[config.mk]
export PLATFORM = sky130hd
export DESIGN_NAME = ooo_writeback_top
export DESIGN_NICKNAME = d
export VERILOG_FILES = /design/src/logic/rob_pkg.sv /design/src/logic/exec_pkg.sv /design/src/logic/dispatch_ctrl.sv /design/src/logic/mul_unit.sv /design/src/logic/exec_cluster.sv /design/src/logic/reorder_buffer.sv /design/src/logic/arch_regfile.sv /design/src/logic/ooo_writeback_top.sv
export SDC_FILE = /design/constraint.sdc
export NUM_CORES = 2
export LEC_CHECK = 0
export BUFFER_PORTS_ARGS = -buffer_cell sky130_fd_sc_hd__buf_2
export CAP_MARGIN = 20
export CORE_ASPECT_RATIO = 0.6
export CORE_MARGIN = 5
export CORE_UTILIZATION = 55
export CTS_BUF_LIST = sky130_fd_sc_hd__clkbuf_4
export DETAILED_ROUTE_END_ITERATION = 12
export PLACE_DENSITY = 0.69
export SYNTH_ARGS = -nofsm -noshare
export SYNTH_HDL_FRONTEND = slang
export SYNTH_SLANG_ARGS = --single-unit
[constraint.sdc]
create_clock -name clk -period 22.5 [get_ports clk]
set_clock_uncertainty 0.15 [all_clocks]
set_input_delay 4.5 -clock clk [delete_from_list [all_inputs] [get_ports clk]]
set_output_delay 4.5 -clock clk [all_outputs]
set_load 0.005 [all_outputs]
[src/logic/rob_pkg.sv]
/*
  Reorder buffer sizing
  Depth and index width shared by dispatch, ROB and checker
*/

`default_nettype none

package rob_pkg;

  // ------------------------------
  // Sizing
  // ------------------------------

  // Small on purpose so a full buffer is common
  localparam int ROB_DEPTH = 8;

  // Index into the entry array
  localparam int ROB_IDX_W = $clog2(ROB_DEPTH);

endpackage

`default_nettype wire

[src/logic/exec_pkg.sv]
/*
  Execution constants
  Opcode encodings plus data, register and ROB message widths
*/

`default_nettype none

package exec_pkg;

  // ------------------------------
  // Widths
  // ------------------------------

  localparam int DATA_W   = 32;
  localparam int REG_W    = 5;
  localparam int NUM_REGS = 32;
  localparam int OP_W     = 3;

  // ROB message, destination register above the result value
  localparam int MSG_W = REG_W + DATA_W;

  // ------------------------------
  // Opcodes
  // ------------------------------

  // Unlisted codes execute as add
  localparam logic [OP_W-1:0] OP_ADD = 3'd0;
  localparam logic [OP_W-1:0] OP_SUB = 3'd1;
  localparam logic [OP_W-1:0] OP_AND = 3'd2;
  localparam logic [OP_W-1:0] OP_XOR = 3'd3;
  localparam logic [OP_W-1:0] OP_MUL = 3'd4;

endpackage

`default_nettype wire

[src/logic/dispatch_ctrl.sv]
/*
  Dispatch control
  Hands out ROB indices in program order, counts entries in flight
  and steers each accepted issue to the ALU or the multiplier
*/

`timescale 1ns/10ps
`default_nettype none

module dispatch_ctrl (
  input  logic                          clk,
  input  logic                          rst,
  input  logic                          issue_en,
  input  logic [exec_pkg::OP_W-1:0]     issue_op,
  output logic                          issue_rdy,
  input  logic                          mul_busy,
  input  logic                          commit_en,
  output logic                          alu_go,
  output logic                          mul_go,
  output logic [rob_pkg::ROB_IDX_W-1:0] issue_idx
);

  // ------------------------------
  // Issue acceptance
  // ------------------------------

  logic [rob_pkg::ROB_IDX_W-1:0] tail;
  // One extra bit so a full buffer can be counted
  logic [rob_pkg::ROB_IDX_W:0]   occ;
  logic                          is_mul;
  logic                          rob_space;
  logic                          fire;

  assign is_mul    = (issue_op == exec_pkg::OP_MUL);
  assign rob_space = (occ < (rob_pkg::ROB_IDX_W + 1)'(rob_pkg::ROB_DEPTH));

  // Only one multiply in flight at a time
  assign issue_rdy = rob_space & ~(is_mul & mul_busy);
  assign fire      = issue_en & issue_rdy;

  // Opcode steering
  assign alu_go    = fire & ~is_mul;
  assign mul_go    = fire & is_mul;
  assign issue_idx = tail;

  // ------------------------------
  // Tail pointer
  // ------------------------------

  always_ff @(posedge clk) begin
    if (rst) begin
      tail <= '0;
    end else if (fire) begin
      // Wrap at depth, not at the power of two
      if (tail == rob_pkg::ROB_IDX_W'(rob_pkg::ROB_DEPTH - 1)) begin
        tail <= '0;
      end else begin
        tail <= tail + 1'b1;
      end
    end
  end

  // ------------------------------
  // Occupancy
  // ------------------------------

  // Issue and commit in one cycle leave the count unchanged
  always_ff @(posedge clk) begin
    if (rst) begin
      occ <= '0;
    end else begin
      case ({fire, commit_en})
        2'b10:   occ <= occ + 1'b1;
        2'b01:   occ <= occ - 1'b1;
        default: occ <= occ;
      endcase
    end
  end

endmodule

`default_nettype wire

[src/logic/mul_unit.sv]
/*
  Iterative multiplier
  Shift-add over the set bits of b, so latency follows the data
  Result is held with mul_done until writeback grants it
*/

`timescale 1ns/10ps
`default_nettype none

module mul_unit (
  input  logic                          clk,
  input  logic                          rst,
  input  logic                          mul_go,
  input  logic [rob_pkg::ROB_IDX_W-1:0] mul_idx_in,
  input  logic [exec_pkg::REG_W-1:0]    mul_dst_in,
  input  logic [exec_pkg::DATA_W-1:0]   a,
  input  logic [exec_pkg::DATA_W-1:0]   b,
  input  logic                          mul_grant,
  output logic                          mul_busy,
  output logic                          mul_done,
  output logic [rob_pkg::ROB_IDX_W-1:0] mul_idx,
  output logic [exec_pkg::REG_W-1:0]    mul_dst,
  output logic [exec_pkg::DATA_W-1:0]   mul_result
);

  logic                        busy;
  logic                        done;
  logic [exec_pkg::DATA_W-1:0] mcand;
  logic [exec_pkg::DATA_W-1:0] mplier;
  logic [exec_pkg::DATA_W-1:0] acc;

  // ------------------------------
  // One shift-add step
  // ------------------------------

  logic [exec_pkg::DATA_W-1:0] src_mcand;
  logic [exec_pkg::DATA_W-1:0] src_mplier;
  logic [exec_pkg::DATA_W-1:0] src_acc;
  logic [exec_pkg::DATA_W-1:0] step_acc;
  logic                        step;
  logic                        last;

  // First step runs on the operands directly, so b of 0 or 1 takes one cycle
  assign src_mcand  = mul_go ? a  : mcand;
  assign src_mplier = mul_go ? b  : mplier;
  assign src_acc    = mul_go ? '0 : acc;

  // Low 32 bits only, carries out of the top are dropped
  assign step_acc = src_mplier[0] ? src_acc + src_mcand : src_acc;
  assign step     = mul_go | (busy & ~done);
  // Done once nothing is left above the bit just used
  assign last     = (src_mplier[exec_pkg::DATA_W-1:1] == '0);

  // ------------------------------
  // Control
  // ------------------------------

  always_ff @(posedge clk) begin
    if (rst) begin
      busy <= 1'b0;
      done <= 1'b0;
    end else if (mul_go) begin
      busy <= 1'b1;
      done <= last;
    end else if (busy & ~done) begin
      done <= last;
    end else if (done & mul_grant) begin
      // Result taken, unit is free next cycle
      busy <= 1'b0;
      done <= 1'b0;
    end
  end

  // Datapath and tag
  always_ff @(posedge clk) begin
    if (step) begin
      acc    <= step_acc;
      mcand  <= src_mcand << 1;
      mplier <= src_mplier >> 1;
    end
    if (mul_go) begin
      mul_idx <= mul_idx_in;
      mul_dst <= mul_dst_in;
    end
  end

  assign mul_busy   = busy;
  assign mul_done   = done;
  assign mul_result = acc;

endmodule

`default_nettype wire

[src/logic/exec_cluster.sv]
/*
  Execution cluster
  One-stage ALU plus the multiplier, sharing a single ROB write port
  ALU results always win the port
*/

`timescale 1ns/10ps
`default_nettype none

module exec_cluster (
  input  logic                          clk,
  input  logic                          rst,
  input  logic                          alu_go,
  input  logic                          mul_go,
  input  logic [rob_pkg::ROB_IDX_W-1:0] issue_idx,
  input  logic [exec_pkg::OP_W-1:0]     issue_op,
  input  logic [exec_pkg::REG_W-1:0]    issue_dst,
  input  logic [exec_pkg::DATA_W-1:0]   issue_a,
  input  logic [exec_pkg::DATA_W-1:0]   issue_b,
  output logic                          mul_busy,
  output logic                          ins_en,
  output logic [rob_pkg::ROB_IDX_W-1:0] ins_idx,
  output logic [exec_pkg::MSG_W-1:0]    ins_msg
);

  // ------------------------------
  // ALU
  // ------------------------------

  logic [exec_pkg::DATA_W-1:0] sum;
  logic [exec_pkg::DATA_W-1:0] alu_out;

  assign sum = issue_a + issue_b;

  always_comb begin
    case (issue_op)
      exec_pkg::OP_ADD: alu_out = sum;
      exec_pkg::OP_SUB: alu_out = issue_a - issue_b;
      exec_pkg::OP_AND: alu_out = issue_a & issue_b;
      exec_pkg::OP_XOR: alu_out = issue_a ^ issue_b;
      // Unknown codes fall back to add
      default:          alu_out = sum;
    endcase
  end

  // Result stage, valid one cycle after issue
  logic                          alu_vld;
  logic [rob_pkg::ROB_IDX_W-1:0] alu_idx;
  logic [exec_pkg::REG_W-1:0]    alu_dst;
  logic [exec_pkg::DATA_W-1:0]   alu_res;

  always_ff @(posedge clk) begin
    if (rst) begin
      alu_vld <= 1'b0;
    end else begin
      alu_vld <= alu_go;
    end
  end

  always_ff @(posedge clk) begin
    if (alu_go) begin
      alu_idx <= issue_idx;
      alu_dst <= issue_dst;
      alu_res <= alu_out;
    end
  end

  // ------------------------------
  // Multiplier
  // ------------------------------

  logic                          mul_grant;
  logic                          mul_done;
  logic [rob_pkg::ROB_IDX_W-1:0] mul_idx;
  logic [exec_pkg::REG_W-1:0]    mul_dst;
  logic [exec_pkg::DATA_W-1:0]   mul_result;

  mul_unit u_mul (
    .clk        (clk),
    .rst        (rst),
    .mul_go     (mul_go),
    .mul_idx_in (issue_idx),
    .mul_dst_in (issue_dst),
    .a          (issue_a),
    .b          (issue_b),
    .mul_grant  (mul_grant),
    .mul_busy   (mul_busy),
    .mul_done   (mul_done),
    .mul_idx    (mul_idx),
    .mul_dst    (mul_dst),
    .mul_result (mul_result)
  );

  // ------------------------------
  // Writeback arbitration
  // ------------------------------

  // Multiply waits whenever the ALU stage holds a result
  assign mul_grant = mul_done & ~alu_vld;
  assign ins_en    = alu_vld | mul_done;
  assign ins_idx   = alu_vld ? alu_idx : mul_idx;
  assign ins_msg   = alu_vld ? {alu_dst, alu_res} : {mul_dst, mul_result};

endmodule

`default_nettype wire

[src/logic/reorder_buffer.sv]
/*
  Reorder buffer
  Results land at their own index in any order and leave from the head
  strictly in order, with a same-cycle bypass at the head
*/

`timescale 1ns/10ps
`default_nettype none

module reorder_buffer (
  input  logic                          clk,
  input  logic                          rst,

  // ------------------------------
  // Insert side
  // ------------------------------

  input  logic [rob_pkg::ROB_IDX_W-1:0] ins_idx,
  input  logic [exec_pkg::MSG_W-1:0]    ins_msg,
  input  logic                          ins_en,

  // ------------------------------
  // Dequeue side
  // ------------------------------

  output logic [rob_pkg::ROB_IDX_W-1:0] deq_idx,
  output logic [exec_pkg::MSG_W-1:0]    deq_msg,
  input  logic                          deq_en,
  output logic                          deq_rdy
);

  // ------------------------------
  // Entry storage
  // ------------------------------

  logic [rob_pkg::ROB_DEPTH-1:0] valid;
  logic [exec_pkg::MSG_W-1:0]    msg_mem [rob_pkg::ROB_DEPTH];

  logic [rob_pkg::ROB_IDX_W-1:0] head;
  logic [rob_pkg::ROB_IDX_W-1:0] head_next;
  logic                          at_head;
  logic                          bypass;
  logic                          deq_fire;

  // Insert aimed at the entry about to leave
  assign at_head  = (ins_idx == head);
  assign bypass   = ins_en & deq_en & at_head;
  assign deq_fire = deq_en & deq_rdy;

  // Valid bits
  always_ff @(posedge clk) begin
    if (rst) begin
      valid <= '0;
    end else begin
      if (ins_en & ~bypass) begin
        valid[ins_idx] <= 1'b1;
      end
      // Bypassed or not, the head slot is empty afterwards
      if (deq_fire) begin
        valid[head] <= 1'b0;
      end
    end
  end

  // Message payload, skipped when bypassed
  always_ff @(posedge clk) begin
    if (ins_en & ~bypass) begin
      msg_mem[ins_idx] <= ins_msg;
    end
  end

  // ------------------------------
  // Head pointer
  // ------------------------------

  always_comb begin
    if (head == rob_pkg::ROB_IDX_W'(rob_pkg::ROB_DEPTH - 1)) begin
      head_next = '0;
    end else begin
      head_next = head + 1'b1;
    end
  end

  always_ff @(posedge clk) begin
    if (rst) begin
      head <= '0;
    end else if (deq_fire) begin
      head <= head_next;
    end
  end

  // ------------------------------
  // Dequeue outputs
  // ------------------------------

  assign deq_rdy = valid[head] | (ins_en & at_head);
  assign deq_msg = bypass ? ins_msg : msg_mem[head];
  assign deq_idx = head;

endmodule

`default_nettype wire

[src/logic/arch_regfile.sv]
/*
  Architectural register file
  Written at commit, one combinational read port
*/

`timescale 1ns/10ps
`default_nettype none

module arch_regfile (
  input  logic                        clk,
  input  logic                        rst,
  input  logic                        wr_en,
  input  logic [exec_pkg::REG_W-1:0]  wr_addr,
  input  logic [exec_pkg::DATA_W-1:0] wr_data,
  input  logic [exec_pkg::REG_W-1:0]  rd_addr,
  output logic [exec_pkg::DATA_W-1:0] rd_data
);

  logic [exec_pkg::DATA_W-1:0] regs [exec_pkg::NUM_REGS];

  // All registers start at zero
  always_ff @(posedge clk) begin
    if (rst) begin
      for (int i = 0; i < exec_pkg::NUM_REGS; i++) begin
        regs[i] <= '0;
      end
    end else if (wr_en) begin
      regs[wr_addr] <= wr_data;
    end
  end

  // Write shows up here the cycle after commit
  assign rd_data = regs[rd_addr];

endmodule

`default_nettype wire

[src/logic/ooo_writeback_top.sv]
/*
  Writeback and commit top level
  Dispatch, execution, reorder buffer and register file
*/

`timescale 1ns/10ps
`default_nettype none

module ooo_writeback_top (
  input  logic                          clk,
  input  logic                          rst,
  input  logic                          issue_en,
  input  logic [exec_pkg::OP_W-1:0]     issue_op,
  input  logic [exec_pkg::REG_W-1:0]    issue_dst,
  input  logic [exec_pkg::DATA_W-1:0]   issue_a,
  input  logic [exec_pkg::DATA_W-1:0]   issue_b,
  output logic                          issue_rdy,
  input  logic                          commit_hold,
  output logic                          commit_en,
  output logic [rob_pkg::ROB_IDX_W-1:0] commit_idx,
  output logic [exec_pkg::REG_W-1:0]    commit_dst,
  output logic [exec_pkg::DATA_W-1:0]   commit_data,
  input  logic [exec_pkg::REG_W-1:0]    rf_raddr,
  output logic [exec_pkg::DATA_W-1:0]   rf_rdata
);

  // ------------------------------
  // Internal nets
  // ------------------------------

  logic                          alu_go;
  logic                          mul_go;
  logic                          mul_busy;
  logic [rob_pkg::ROB_IDX_W-1:0] issue_idx;
  logic                          ins_en;
  logic [rob_pkg::ROB_IDX_W-1:0] ins_idx;
  logic [exec_pkg::MSG_W-1:0]    ins_msg;
  logic                          deq_en;
  logic                          deq_rdy;
  logic [exec_pkg::MSG_W-1:0]    deq_msg;

  // Hold stalls release, commit is the dequeue handshake
  assign deq_en    = ~commit_hold;
  assign commit_en = deq_en & deq_rdy;

  // Message split, register on top
  assign commit_dst  = deq_msg[exec_pkg::MSG_W-1:exec_pkg::DATA_W];
  assign commit_data = deq_msg[exec_pkg::DATA_W-1:0];

  dispatch_ctrl u_dispatch (
    .clk       (clk),
    .rst       (rst),
    .issue_en  (issue_en),
    .issue_op  (issue_op),
    .issue_rdy (issue_rdy),
    .mul_busy  (mul_busy),
    .commit_en (commit_en),
    .alu_go    (alu_go),
    .mul_go    (mul_go),
    .issue_idx (issue_idx)
  );

  exec_cluster u_exec (
    .clk       (clk),
    .rst       (rst),
    .alu_go    (alu_go),
    .mul_go    (mul_go),
    .issue_idx (issue_idx),
    .issue_op  (issue_op),
    .issue_dst (issue_dst),
    .issue_a   (issue_a),
    .issue_b   (issue_b),
    .mul_busy  (mul_busy),
    .ins_en    (ins_en),
    .ins_idx   (ins_idx),
    .ins_msg   (ins_msg)
  );

  reorder_buffer u_rob (
    .clk     (clk),
    .rst     (rst),
    .ins_idx (ins_idx),
    .ins_msg (ins_msg),
    .ins_en  (ins_en),
    .deq_idx (commit_idx),
    .deq_msg (deq_msg),
    .deq_en  (deq_en),
    .deq_rdy (deq_rdy)
  );

  arch_regfile u_rf (
    .clk     (clk),
    .rst     (rst),
    .wr_en   (commit_en),
    .wr_addr (commit_dst),
    .wr_data (commit_data),
    .rd_addr (rf_raddr),
    .rd_data (rf_rdata)
  );

endmodule

`default_nettype wire

==> results.toml <==
[pwr]
powerDensity_nw_per_um2 = 78.6
worst_ir_drop_vdd_mv = 0.0464
finalPower_mw = 5.87
cellLeakagePower_nw = 26.3

[cells_and_area]
finalNetCount = 5083
instances_no_fill = 6759
final_util = 0.613
multi_input_area_um2 = 22400
layout-drive-gt1-share = 0.271
seqCellArea_um2 = 44400
fill_cells = 9192
area_growth_syn_to_layout_pct = 10.2

[global_route]
grt-ovfl-total = 0
grt_pass1_wl_um = 287000
antenna_found_initial = 3
grt_start_max_net_pins = 153
gr-usage-all-layers = 0.303
grt_pass1_vias = 42247

[sta]
tightest_slew_ns = 1.24
finalWorstSetupSlack_ns = 8.73
rsz0062_at_grt = "false"
hold_violations = 0
fmax_mhz = 72.6
period_needed_ns = 13.77
fin_crit_sh = 0.612
slew_headroom = 0.175
final_max_slew_viol_count = 0
setup_violations = 0
tns_ns = 0

[detailed_routing]
routed_wl_um = 197000
drt-initial-drc-count = 6012
vias = 43388
wire_per_inst_um = 29.1
ant_nets = 0
drtPass1Iterations = 5
drc = 0
via_per_inst = 6.42

[clocking]
numCtsBuffers = 354
clk_pin_slew_ns = 0.06
cts_max_level = 5
clkLatencyLatePin_ns = 1.26
post_cts_resized = 0
tritoncts = "done"
post_cts_buffers = 0
cts_buffer_depth = 4
ctsHoldBuffers = 0
cts_root_buffer = "clkbuf_4"
cts_sinks = 1486

[synth]
synth.top_cell.area_share = 0.648
synthMostInstantiatedCell = "edfxtp_1"
synth_edf_count = 1462
synth_area_um2 = 67700
synth_common_cells = "edfxtp_1, nor2_1, mux4_2, nand2_1, clkbuf_1"
ys_seq_area_frac = 0.655
ys_async_sr_fraction = 0
ys.flop_type = "edfxtp_1"
yosysWarningCount = 0
synth_nets = 4818
synth_seq_cells = 1486
yosysTopAreaCell = "edfxtp_1"
synthCells = 4633
ys_top_cells_by_area = "edfxtp_1, mux4_2, nor2_1"
avgSynthCellArea_um2 = 14.6
synth_cell_type_count = 74

[placed_design]
place_congestion = 0.966
dp.cells = 6154
io_buffer_count = 154
hpwl_um = 104000
post-place-ws_ns = 8.54

[die]
die_y_um = 282
fp.dieW_um = 463
rows = 99
io_pins = 155
core_um2 = 122000
initial_core_util = 0.556
fp.dieArea_um2 = 131000

[worst_setup_path]
worst_ep_required_time_ns = 17.85
critPathArrivalTime_ns = 9.12
crit_fanout = 103
critical_path_class = "in2out"
crit_path_start_kind = "input pin"
worstSetupEndpointType = "primary output"

[job]
maxCapViolations = 0

[hold_path]
hold_class = "reg2reg"

[outcome]
status = "finished, final reports clean"
## area by class of cell
| cell class | count | share of cell area |
|---|---|---|
| Sequential cell | 1486 | 0.595 |
| Multi-Input combinational cell | 2781 | 0.300 |
| Clock buffer | 510 | 0.0513 |
| Tap cell | 1616 | 0.0271 |
| Timing Repair Buffer | 247 | 0.0214 |
| Clock inverter | 84 | 0.00436 |
| Inverter | 28 | 0.00141 |
| Antenna cell | 7 | 0.000235 |
## final timing paths
| check | endpoint | depth (start not counted) | from | slack [ns] |
|---|---|---|---|---|
| max | rf_rdata[28] | 8 | rf_raddr[0] | 8.73 |
| min reg2reg | u_exec.u_mul.mul_idx[2] | 0 | u_dispatch.issue_idx[2] | 0.34 |
| max reg2reg | u_rf.regs[17][3] | 15 | u_exec.alu_vld | 15.91 |
| min | u_exec.u_mul.mul_idx[2] | 0 | u_dispatch.issue_idx[2] | 0.34 |
## layout by cell type (no fill, tap or decap), types with 63 or more instances in the layout
master	instances
buf_4	88
nor2_1	1047
a21oi_1	89
edfxtp_1	1462
nand2_1	371
o21ai_0	113
mux2_2	76
clkinv_1	68
clkbuf_4	510
ha_1	101
mux4_2	396
buf_2	150
mux2i_1	63
## state kept, by name, summed over array words and instances, names as in the netlist, 5 cells and up, named ones only
register,flops
u_exec.u_mul.mul_dst,5
u_rob.msg_mem,296
u_rob.valid,8
u_exec.u_mul.mplier,31
u_exec.alu_res,32
u_rf.regs,1024
u_exec.alu_dst,5
u_exec.u_mul.mcand,31
u_exec.u_mul.mul_result,31
## per-stage QoR
stage / hold slack (ns) / area (µm²)
after floorplan: 0.302 / 67700
after global placement: 0.325 / 70400
after detailed placement: 0.325 / 70400
after CTS: 0.337 / 74500
after global routing: 0.376 / 74700
final: 0.336 / 74700
## power by group
part           leakage (nW)  switching, mW  internal [mW]
clock network          2.52           1.08           1.04
logic                  9.05          0.370          0.212
registers              14.8         0.0311           3.14
total                  26.3           1.48           4.39
## cells by family (layout without fill, tap and decap cells)
group                      after synthesis  count (layout)  share of synthesized area
and+or+nand+nor                       1669            1669                      0.101
DFF                                   1486            1486                      0.655
muxes                                  536             536                      0.154
AOI/OAI and AO/OA                      378             378                     0.0352
buffers and inverters                  366             869                     0.0227
adders and majority gates              104             104                     0.0195
xor gates and xnor gates                93              93                     0.0120
other                                    1               8                  0.0000554
## per-layer routing
layer / vias to the layer above / share of wire / track usage / wire length (µm)
met5: - / 0.00036 / 0.00529 / 71
met4: 2 / 0.027 / 0.0976 / 5360
met3: 354 / 0.15 / 0.0946 / 28800
met2: 3287 / 0.42 / 0.424 / 83500
met1: 21702 / 0.40 / 0.455 / 79300
li1: 18043 / - / - / -
## worst max-delay path: stages
cell and delay (ns):
buf_8 0.59, buf_12 0.72, buf_4 0.74, buf_4 0.83
mux4_2 0.59, mux4_2 0.50, mux2_2 0.33, buf_2 0.14
No activity file was read; power rests on OpenSTA's default activity.
